**src/hw/mem_access_pkg.sv**
```systemverilog
package mem_access_pkg;

	// Node index split into page and slot
	typedef logic [19:0] page_t;
	typedef logic [8:0]  slot_t;

	typedef logic [1:0]  channel_t;    // Requester channel
	typedef logic [11:0] var_t;
	typedef logic [13:0] frame_t;      // 4 KB memory frame
	typedef logic [25:0] mem_addr_t;   // Byte address
	typedef logic [15:0] mem_word_t;
	typedef logic [95:0] node_data_t;

	typedef enum logic
	{
		fetch_node = 1'b0,
		get_var    = 1'b1
	} req_kind_t;

	typedef struct packed
	{
		req_kind_t kind;
		channel_t  channel;
		page_t     page;
		slot_t     slot;
	} node_req_t;

	typedef struct packed
	{
		channel_t   channel;
		node_data_t data;
	} node_result_t;

	// Low page bits pick the table slot, the rest is the tag
	localparam int PAGE_SLOT_BITS = 8;
	typedef logic [$bits(page_t)-PAGE_SLOT_BITS-1:0] page_tag_t;

	localparam int NODE_BEATS = 6;
	localparam int NODE_BYTES = 12;
	localparam int FRAME_SHIFT = 12;
	localparam int MAX_OUTSTANDING = 4;   // Nodes in flight plus queued results

	typedef logic [2:0] beat_count_t;

endpackage

```
**src/hw/host_regs_pkg.sv**
```systemverilog
package host_regs_pkg;

	import mem_access_pkg::*;

	typedef logic        reg_addr_t;
	typedef logic [31:0] reg_data_t;

	localparam reg_addr_t REG_PAGE_SELECT = 1'b0;   // Write page, read slot tag
	localparam reg_addr_t REG_PAGE_INFO = 1'b1;     // Write info and commit, read pending request

	// Lives in the low 28 bits of a REG_PAGE_INFO write
	typedef struct packed
	{
		frame_t frame;
		var_t   variable;
		logic   frame_valid;
		logic   var_valid;
	} page_info_t;

	typedef struct packed
	{
		page_tag_t  tag;
		page_info_t info;
	} page_entry_t;

endpackage

```
**src/hw/lookup_ctrl.sv**
```systemverilog
`timescale 1ns/10ps

module lookup_ctrl import mem_access_pkg::*, host_regs_pkg::*; (
	input  logic                      clk,
	input  logic                      reset,
	input  node_req_t                 req,
	input  logic                      req_valid,
	output logic                      req_ready,
	output logic [PAGE_SLOT_BITS-1:0] lookup_slot,
	input  page_entry_t               lookup_entry,
	output page_t                     miss_page,
	output logic                      miss_set,
	input  logic                      commit,
	output mem_addr_t                 cmd_addr,
	output channel_t                  cmd_channel,
	output logic                      cmd_valid,
	input  logic                      cmd_ready,
	output var_t                      var_out,
	output logic                      var_valid,
	input  logic                      var_ready
);
	typedef enum logic [2:0]
	{
		idle,
		read,
		compare,
		miss_wait,
		issue,
		return_var
	} state_t;

	state_t    state;
	node_req_t req_q;
	var_t      var_q;
	mem_addr_t cmd_addr_q;
	logic      tag_match;
	logic      kind_valid;
	logic      hit;
	mem_addr_t node_addr;

	assign req_ready = state == idle;
	assign lookup_slot = req_q.page[PAGE_SLOT_BITS-1:0];

	assign tag_match = lookup_entry.tag == req_q.page[$bits(page_t)-1:PAGE_SLOT_BITS];
	// Each kind needs its own valid bit
	assign kind_valid = (req_q.kind == fetch_node) ? lookup_entry.info.frame_valid
	                                               : lookup_entry.info.var_valid;
	assign hit = tag_match && kind_valid;

	assign node_addr = (mem_addr_t'(lookup_entry.info.frame) << FRAME_SHIFT)
	                 + mem_addr_t'(req_q.slot) * mem_addr_t'(NODE_BYTES);

	assign miss_page = req_q.page;
	assign miss_set = state == compare && !hit;

	assign cmd_addr = cmd_addr_q;
	assign cmd_channel = req_q.channel;
	assign cmd_valid = state == issue;

	// Variable goes out straight from the table on the compare cycle
	assign var_valid = (state == compare && hit && req_q.kind == get_var) || state == return_var;
	assign var_out = (state == return_var) ? var_q : lookup_entry.info.variable;

	always_ff @(posedge clk)
	begin
		if (state == idle && req_valid)
			req_q <= req;
		if (state == compare)
		begin
			var_q <= lookup_entry.info.variable;
			cmd_addr_q <= node_addr;
		end
	end

	always_ff @(posedge clk)
	begin
		if (reset)
			state <= idle;
		else
		begin
			case (state)
				idle: if (req_valid) state <= read;
				read: state <= compare;   // Table read in flight
				compare:
				begin
					if (!hit)
						state <= miss_wait;
					else if (req_q.kind == fetch_node)
						state <= issue;
					else if (var_ready)
						state <= idle;
					else
						state <= return_var;
				end
				miss_wait: if (commit) state <= read;   // Look up again
				issue: if (cmd_ready) state <= idle;
				return_var: if (var_ready) state <= idle;
				default: state <= idle;
			endcase
		end
	end

	// A command stays unchanged until node_reader takes it
	a_cmd_held: assert property (@(posedge clk) disable iff (reset)
		cmd_valid && !cmd_ready |=> cmd_valid && $stable(cmd_addr) && $stable(cmd_channel));

endmodule

```
**config.mk**
```make
export PLATFORM = sky130hd
export DESIGN_NAME = lookup_ctrl
export DESIGN_NICKNAME = d
export VERILOG_FILES = /design/src/hw/mem_access_pkg.sv /design/src/hw/host_regs_pkg.sv /design/src/hw/lookup_ctrl.sv
export SDC_FILE = /design/constraint.sdc
export NUM_CORES = 1
export LEC_CHECK = 0
export BUFFER_PORTS_ARGS = -buffer_cell sky130_fd_sc_hd__clkbuf_2
export CORE_ASPECT_RATIO = 0.6
export CORE_MARGIN = 2
export CORE_UTILIZATION = 40
export CTS_BUF_LIST = sky130_fd_sc_hd__clkbuf_8
export DETAILED_ROUTE_END_ITERATION = 16
export HOLD_SLACK_MARGIN = 0.02
export PLACE_DENSITY = 0.69
export SLEW_MARGIN = 20
export SYNTH_ARGS = -nofsm -noshare
export SYNTH_HDL_FRONTEND = slang
export SYNTH_SLANG_ARGS = --single-unit
```
**constraint.sdc**
```tcl
create_clock -name clk -period 3.6 [get_ports clk]
set_clock_uncertainty 0.15 [all_clocks]
set_input_delay 0.36 -clock clk [delete_from_list [all_inputs] [get_ports clk]]
set_output_delay 0.36 -clock clk [all_outputs]
set_load 0.02 [all_outputs]
```
==> flow_summary.json, run 1 <==
{
  "drt_iter0_drc": 114,
  "cap_violations": 0,
  "ys_types": 40,
  "synthMuxAreaShare_pct": 5.23,
  "swShare_pct": 27.0,
  "path_class": "flip-flop to flip-flop",
  "max_freq_mhz": 328,
  "io_pins": 150,
  "p_clk_share_pct": 31.1,
  "gp_congestion": 0.765,
  "drive_above_1_share_pct": 45.3,
  "wl_mm": 6.62,
  "cts_tree": "built",
  "hold_class": "input pin to flip-flop",
  "overflow": 0,
  "crit_arrival_ns": 2.99,
  "finalCritPeriodShare_pct": 84.6,
  "area_delta_synth_final_pct": 30.7,
  "num_rows": 26,
  "grt_pass1_wl_mm": 9.83,
  "final_nets": 480,
  "synthXorXnorAreaFrac_pct": 7.94,
  "clk_latency_ns": 0.34,
  "crit_path_end_kind": "flip-flop",
  "cts_buffers": 9,
  "async_reset_ff_share_pct": 0,
  "power_mw": 2.16,
  "core-area_sq_um": 8390,
  "dp_hpwl_mm": 4.87,
  "finalMaxSlewViolations": 0,
  "min_period_ns": 3.05,
  "port-buffer-count": 147,
  "num_antenna_cells": 0,
  "ant_nets": 0,
  "grt_antenna_before_repair": 0,
  "syn_area_per_cell_sq_um": 14.1,
  "status": "completed",
  "synthAdderAreaFrac_pct": 4.61,
  "htreeDepth": 3,
  "track_usage_pct": 14.3,
  "syn_inst": 242,
  "via_per_inst": 4.52,
  "clk_pin_slew_worst_paths_ns": 0.07,
  "cts.sink_count": 71,
  "synth-edff-count": 68,
  "synth_top_family_by_area": "buffers and inverters",
  "firstDrtPassIters": 4,
  "ir_drop_uv": 275,
  "die_x_um": 123,
  "seqPwrFrac_pct": 49.1,
  "die-height_um": 75.6,
  "fin_setup_tns_ns": 0,
  "p_int_mw": 1.58,
  "combPwrFrac_pct": 19.8,
  "critPathRequiredTime_ns": 3.55,
  "slew-limit-headroom_pct": 52.7,
  "hold_viol": 0,
  "start_kind": "flip-flop",
  "grt_pass1_vias": 2159,
  "worst_slew_pin_slew_ns": 0.709,
  "synth_compound_area_share_pct": 3.95,
  "netlist_area_sq_um": 3420,
  "switchingPower_mw": 0.583,
  "setup_viol": 0,
  "p_per_area_nw_per_um2": 483,
  "drc": 0,
  "clockBufferDepth": 2,
  "rsz0062_at_grt": "false",
  "initial_utilization_pct": 40.7,
  "dr_total_vias": 2292,
  "wire_per_inst_um": 13.1,
  "ys_seq_area_share_pct": 61.5,
  "power.leakage_nw": 1.98,
  "synth_ff_type": "edfxtp_1",
  "synth-simple-area-share_pct": 7.21,
  "die_area_sq_um": 9330,
  "yosys_register_bits": 71,
  "cts_root_buffer": "clkbuf_8",
  "grt_max_degree": 33,
  "yosys_warnings": 0,
  "crit_fanout": 6
}
-- final cells by class --
type | instances | area (sq um)
fill | 730 | 3920
sequential | 71 | 2100
multi-input combinational | 124 | 997
timing repair buffer | 171 | 971
tap | 112 | 140
clock buffer | 9 | 124
clock inverter | 7 | 87.6
inverter | 13 | 48.8
-- stage by stage --
step	utilization (%)	cell area (sq um)	hold slack (ns)	worst slack, ns	cells
2_1_floorplan	-	3420	0.281	0.871	243
3_3_place_gp	48.1	4040	0.300	0.672	469
3_5_place_dp	48.1	4040	0.312	0.599	469
4_1_cts	52.8	4430	0.0208	0.581	503
5_1_grt	53.3	4470	0.0219	0.284	507
6_report	53.3	4470	0.0421	0.555	507
-- state kept, by name, indices dropped and copies added (netlist names) --
signal       flops
cmd_addr        24
miss_page       20
var_q           12
req_q           10
state            3
cmd_channel      2
-- cells by family after synthesis --
group	Yosys count
simple gates	46
compound gates	20
mux	13
fa+ha+maj	12
xor+xnor	31
buf+inv	48
other cells	1
flops	71
-- power groups by stage --
stage	logic, mW	registers [mW]	clock network, mW
3_3_place_gp	0.405	1.07	0
5_1_grt	0.472	1.07	0.733
4_1_cts	0.427	1.06	0.697
2_1_floorplan	0.261	1.11	0
3_5_place_dp	0.409	1.08	0
6_report	0.428	1.06	0.671
-- per-layer routing --
layer / GRT usage, % / share of wire, %
met3: 5.84 / 6.6
met1: 19.1 / 46
met5: 0 / 0
met4: 4.67 / 1.2
met2: 21.4 / 46
-- critical path, stage by stage (launching register included) --
cell and delay (ns):
edfxtp_1 0.41, ha_1 0.41, nand3_1 0.10, o2111ai_1 0.29
a211oi_1 0.13, nor2_1 0.16, a21o_1 0.14, ha_1 0.19
ha_1 0.22, nand3_1 0.16, nor2_1 0.19, nand3_1 0.11
xnor2_1 0.13
-- synthesized netlist by cell type (2+ instances only) --
master	count	area, sq um
a21o_1	2	15.0
a21oi_1	6	30.0
and2_1	2	12.5
and3_1	4	25.0
buf_4	32	240
dfxtp_1	3	60.1
edfxtp_1	68	2040
ha_1	11	138
inv_1	12	45.0
mux2_2	3	33.8
mux2_4	9	135
nand2_1	9	33.8
nand3_1	8	40.0
nand4_1	2	12.5
nor2_1	6	22.5
nor3_1	4	20.0
nor3b_1	2	15.0
nor4_1	2	12.5
nor4b_1	2	17.5
o21ai_0	4	20.0
o41ai_1	2	17.5
or3_1	2	12.5
xnor2_1	14	123
xor2_1	17	149
-- timing repair --
action	4_1_cts	5_1_grt
setup buffers	0	0
gates resized for setup	0	0
hold buffers	18	4
hold endpoints to repair	18	4
-- worst paths after layout --
check	start	cells after the start	endpoint	slack, ns
worst max-delay path	req_q[4]	12	cmd_addr[22]	0.55
worst min-delay path	req[21]	1	miss_page[12]	0.04
worst max register to register	req_q[4]	12	cmd_addr[22]	0.55
worst min register to register	req_q[0]	0	cmd_addr[2]	0.32
-- placed cells by master, fill, tap and decap left out, types with 3 or more instances in the layout --
| cell type | n |
|---|---|
| dfxtp_1 | 3 |
| inv_1 | 12 |
| xor2_1 | 17 |
| edfxtp_1 | 68 |
| a21oi_1 | 6 |
| mux2_2 | 3 |
| nand3_1 | 8 |
| dlygate4sd3_1 | 22 |
| clkbuf_2 | 147 |
| mux2_4 | 9 |
| and3_1 | 4 |
| xnor2_1 | 14 |
| ha_1 | 11 |
| o21ai_0 | 4 |
| clkbuf_8 | 9 |
| nor2_1 | 6 |
| nor3_1 | 4 |
| nand2_1 | 9 |
No activity file was read; power rests on OpenSTA's default activity.
==> run 2: changes to the inputs <==
Settings changed: PLACE_DENSITY 0.69 to 0.72.
Clock period 3.6 ns to 2.69 ns, I/O delays scaled along.
==> flow_summary.json, run 2 (synthesized netlist as in run 1, its figures left out) <==
{
  "grt_pass1_vias": 2470,
  "top_layer_used": "met4",
  "timing.hold.ws_ns": 0.0684,
  "track_usage_pct": 16.4,
  "mostFrequentLayoutCell": "clkbuf_2",
  "final_nets": 518,
  "crit_path_max_incr_delay_ns": 0.49,
  "finalCritPeriodShare_pct": 99.7,
  "crit_fanout": 3,
  "drc": 0,
  "die-height_um": 75.6,
  "p_per_area_nw_per_um2": 614,
  "crit_arrival_ns": 2.63,
  "ir_drop_uv": 351,
  "slew-limit-headroom_pct": 53.1,
  "cts_root_buffer": "clkbuf_8",
  "drt_iter0_drc": 96,
  "status": "completed",
  "wl_mm": 7.59,
  "num_rows": 26,
  "largest_register_ffs": 24,
  "start_kind": "flip-flop",
  "grt_pass1_wl_mm": 11.3,
  "wl_met1_mm": 3.24,
  "drive_above_1_share_pct": 48.5,
  "io_pins": 150,
  "dr_wl_met2_mm": 3.75,
  "setup_viol": 0,
  "num_antenna_cells": 0,
  "cts.sink_count": 71,
  "die_x_um": 123,
  "ant_nets": 0,
  "fin_setup_tns_ns": 0,
  "hold_viol": 0,
  "pre_cts_ws_ns": -0.161,
  "wire_per_inst_um": 13.9,
  "grt_antenna_before_repair": 0,
  "wl_met3_um": 512,
  "area_delta_synth_final_pct": 44.3,
  "htreeDepth": 3,
  "crit_path_end_kind": "flip-flop",
  "finalMaxSlewViolations": 0,
  "clk_pin_slew_worst_paths_ns": 0.07,
  "place_inst": 475,
  "clockBufferDepth": 2,
  "initial_utilization_pct": 40.7,
  "cts_buffers": 9,
  "max_freq_mhz": 373,
  "setup_ws_ns": 0.00693,
  "firstDrtPassIters": 4,
  "hold_class": "input pin to flip-flop",
  "rsz0062_at_grt": "true",
  "cts_tree": "built",
  "power_mw": 3.03,
  "power.leakage_nw": 2.16,
  "cpMostUsedCell": "buf_4",
  "overflow": 0,
  "dp_hpwl_mm": 5.23,
  "crit_chain": "ha_4 -> a21oi_2 -> o2111ai_2 -> a211oi_2 -> nor2_1 -> buf_4 -> buf_4 -> buf_4 -> buf_4 -> buf_4 -> buf_4 -> xnor2_1",
  "min_period_ns": 2.68,
  "path_class": "flip-flop to flip-flop",
  "via_per_inst": 4.50,
  "critPathSlowestCell": "edfxtp_1",
  "gp_congestion": 0.824,
  "clk_latency_ns": 0.35,
  "die_area_sq_um": 9330,
  "final_cells": 545,
  "worst_slew_pin_slew_ns": 0.703,
  "grt_max_degree": 33,
  "critPathRequiredTime_ns": 2.64,
  "core-area_sq_um": 8390,
  "port-buffer-count": 147,
  "dr_total_vias": 2452,
  "layout_common_cells": "clkbuf_2 (147), edfxtp_1 (68), dlygate4sd3_1 (45), xor2_1 (17), buf_4 (17)",
  "cap_violations": 0
}
## run 2: cell types whose count changed in the layout (fill, tap and decap cells not counted), moves of 2 or more
| cell | previous run | this run |
|---|---|---|
| ha_1 | 11 | 5 |
| ha_4 | 0 | 6 |
| buf_4 | 2 | 17 |
| nand3_2 | 0 | 2 |
| nand3_1 | 8 | 5 |
| clkinv_1 | 2 | 0 |
| clkinv_2 | 1 | 4 |
| dlygate4sd3_1 | 22 | 45 |
## run 2: what timing repair did
action                                  4_1_cts  5_1_grt
endpoints found under the setup margin        7       10
gates resized for setup                       9        4
pin swaps                                    11       11
buffers inserted                              9        1
hold buffers                                 45        0
hold endpoints to repair                     45        0
## run 2: layout make-up
type,count,area (sq um)
Timing Repair Buffer,209,1310
Tap cell,112,140
Fill cell,685,3460
Inverter,13,48.8
Sequential cell,71,2100
Multi-Input combinational cell,124,1120
Clock inverter,7,87.6
Clock buffer,9,124
## run 2: worst paths after layout
check / start / end / slack (ns) / depth (start not counted)
min reg2reg: req_q[0] / cmd_addr[2] / 0.32 / 0
min: lookup_entry[27] / cmd_addr[25] / 0.07 / 2
max: req_q[2] / cmd_addr[10] / 0.007 / 12
max reg2reg: req_q[2] / cmd_addr[10] / 0.007 / 12
## run 2: through the flow
step                util (%)  area (sq um)
global placement        49.1          4120
CTS                     58.3          4900
floorplan                  -          3460
global route            58.8          4930
detailed placement      49.1          4120
finish                  58.8          4930
## run 2: routing by layer
metal  GRT usage, %  vias to the layer above
li1               -                     1212
met5              0                        -
met3           5.99                        9
met4           5.68                        0
met2           27.5                       85
met1           20.0                     1146
## run 2: where the power goes
| group | switching, mW | internal, mW | total, mW |
|---|---|---|---|
| clock | 0.401 | 0.515 | 0.916 |
| combinational | 0.374 | 0.312 | 0.686 |
| sequential | 0.0616 | 1.37 | 1.43 |
| total | 0.837 | 2.19 | 3.03 |
## run 2: critical path, delay by kind of cell, from the launching register on
kind	cells	cell delay, ns
AOI/OAI and AO/OA	3	0.58
xor gates and xnor gates	1	0.13
buffers and inverters	6	0.73
and+or+nand+nor	1	0.08
DFF	1	0.49
adders and majority gates	1	0.26
==> run 3: changes to the inputs <==
Settings changed: PLACE_DENSITY 0.72 to 0.69.
Clock period 2.69 ns to 2.8 ns, I/O delays scaled along.
==> flow_summary.json, run 3 (synthesized netlist as in run 1, its figures left out) <==
{
  "status": "completed",
  "num_rows": 26,
  "power.leakage_nw": 2.09,
  "drive_above_1_share_pct": 46.2,
  "cpMostUsedCell": "ha_4",
  "num_antenna_cells": 0,
  "fillers": 706,
  "io_pins": 150,
  "firstDrtPassIters": 4,
  "max_freq_mhz": 372,
  "min_period_ns": 2.69,
  "wire_per_inst_um": 13.6,
  "setup_viol": 0,
  "die_x_um": 123,
  "dp_hpwl_mm": 5.03,
  "utilization_pct": 57.2,
  "drt_iter0_drc": 145,
  "fin_setup_tns_ns": 0,
  "cts.sink_count": 71,
  "track_usage_pct": 15.3,
  "cap_violations": 0,
  "clk_latency_ns": 0.34,
  "drc": 0,
  "ir_drop_uv": 376,
  "hold_class": "input pin to flip-flop",
  "grt_max_degree": 33,
  "final_nets": 511,
  "critPathRequiredTime_ns": 2.74,
  "finalMaxSlewViolations": 0,
  "ant_nets": 0,
  "largest_register_ffs": 24,
  "crit_path_max_incr_delay_ns": 0.47,
  "via_per_inst": 4.55,
  "dr_total_vias": 2446,
  "clockBufferDepth": 2,
  "start_kind": "flip-flop",
  "grt_pass1_vias": 2293,
  "worst_slew_pin_slew_ns": 0.712,
  "multiInputGateArea_sq_um": 1080,
  "grt_antenna_before_repair": 0,
  "hold_depth": 2,
  "core-area_sq_um": 8390,
  "die_area_sq_um": 9330,
  "pre_cts_ws_ns": -0.113,
  "area_delta_synth_final_pct": 40.4,
  "cts_buffers": 9,
  "crit_fanout": 4,
  "cts_root_buffer": "clkbuf_8",
  "initial_utilization_pct": 40.7,
  "regArea_sq_um": 2100,
  "port-buffer-count": 147,
  "hold_viol": 0,
  "worstRegToRegCells": 12,
  "grt_pass1_wl_mm": 10.6,
  "power_mw": 2.69,
  "path_class": "flip-flop to flip-flop",
  "crit_arrival_ns": 2.63,
  "wl_mm": 7.33,
  "slew-limit-headroom_pct": 52.5,
  "htreeDepth": 3,
  "cts_tree": "built",
  "finalCritPeriodShare_pct": 96.1,
  "gp_congestion": 0.761,
  "p_per_area_nw_per_um2": 559,
  "die-height_um": 75.6,
  "overflow": 0,
  "mostFrequentLayoutCell": "clkbuf_2",
  "critPathSlowestCell": "edfxtp_1",
  "clk_pin_slew_worst_paths_ns": 0.07,
  "layout_common_cells": "clkbuf_2 (147), edfxtp_1 (68), dlygate4sd3_1 (45), xor2_1 (17), xnor2_1 (14)",
  "crit_chain": "ha_4 -> nand3_1 -> o2111ai_2 -> a211oi_2 -> nor2_1 -> a21o_1 -> ha_4 -> ha_4 -> nand3_4 -> nor2_4 -> nand3_1 -> xnor2_1",
  "setup_ws_ns": 0.109,
  "crit_path_end_kind": "flip-flop"
}
-- run 3: changes by cell type in the layout (fill, tap and decap cells not counted), sizes merged --
cell      delta
buf          -7
clkinvlp     +2
bufinv       -2
-- run 3: layer usage --
metal | part of all wire [%] | track usage (%) | vias to the layer above
met5 | 0 | 0 | -
met4 | 0.74 | 4.92 | 0
met3 | 6.5 | 5.46 | 8
met2 | 50 | 25.1 | 96
met1 | 43 | 19.2 | 1144
li1 | - | - | 1198
-- run 3: worst paths after layout --
kind                  end              from  slack [ns]
max          cmd_addr[22]          req_q[4]        0.11
min          cmd_addr[25]  lookup_entry[27]        0.08
max reg2reg  cmd_addr[22]          req_q[4]        0.11
min reg2reg   cmd_addr[2]          req_q[0]        0.32
-- run 3: worst max-delay path, delay by kind of cell, from the launching register on --
kind            cells  cell delay (ns)
compound gates      3             0.52
xor+xnor            1             0.14
fa+ha+maj           3             0.61
flops               1             0.47
simple gates        5             0.55
-- run 3: report_power, final --
group / total [mW] / switching, mW / internal (mW)
combinational: 0.626 / 0.352 / 0.274
clock: 0.694 / 0.383 / 0.311
sequential: 1.36 / 0.0538 / 1.31
total: 2.69 / 0.788 / 1.90
-- run 3: stage by stage --
stage	instances	hold slack, ns	instance area [sq um]
2_1_floorplan	243	0.229	3420
3_3_place_gp	475	0.301	4080
3_5_place_dp	475	0.303	4080
4_1_cts	536	0.0514	4730
5_1_grt	538	0.0566	4800
6_report	538	0.0845	4800
-- run 3: cell type report --
class | instances | share of cell area [%]
well taps | 112 | 2.92
clock inverters | 7 | 0.834
flip-flops and latches | 71 | 43.8
clock buffers | 9 | 2.58
multi-input cells | 124 | 22.6
repair buffers | 202 | 26.3
inverters | 13 | 1.02
-- run 3: what timing repair did --
item                                   in CTS  in global routing
buffers inserted                            0                  2
hold buffers                               45                  0
pin swaps                                   0                  8
gates resized for setup                     5                 10
setup endpoints to repair                   3                  9
endpoints found under the hold margin      45                  0
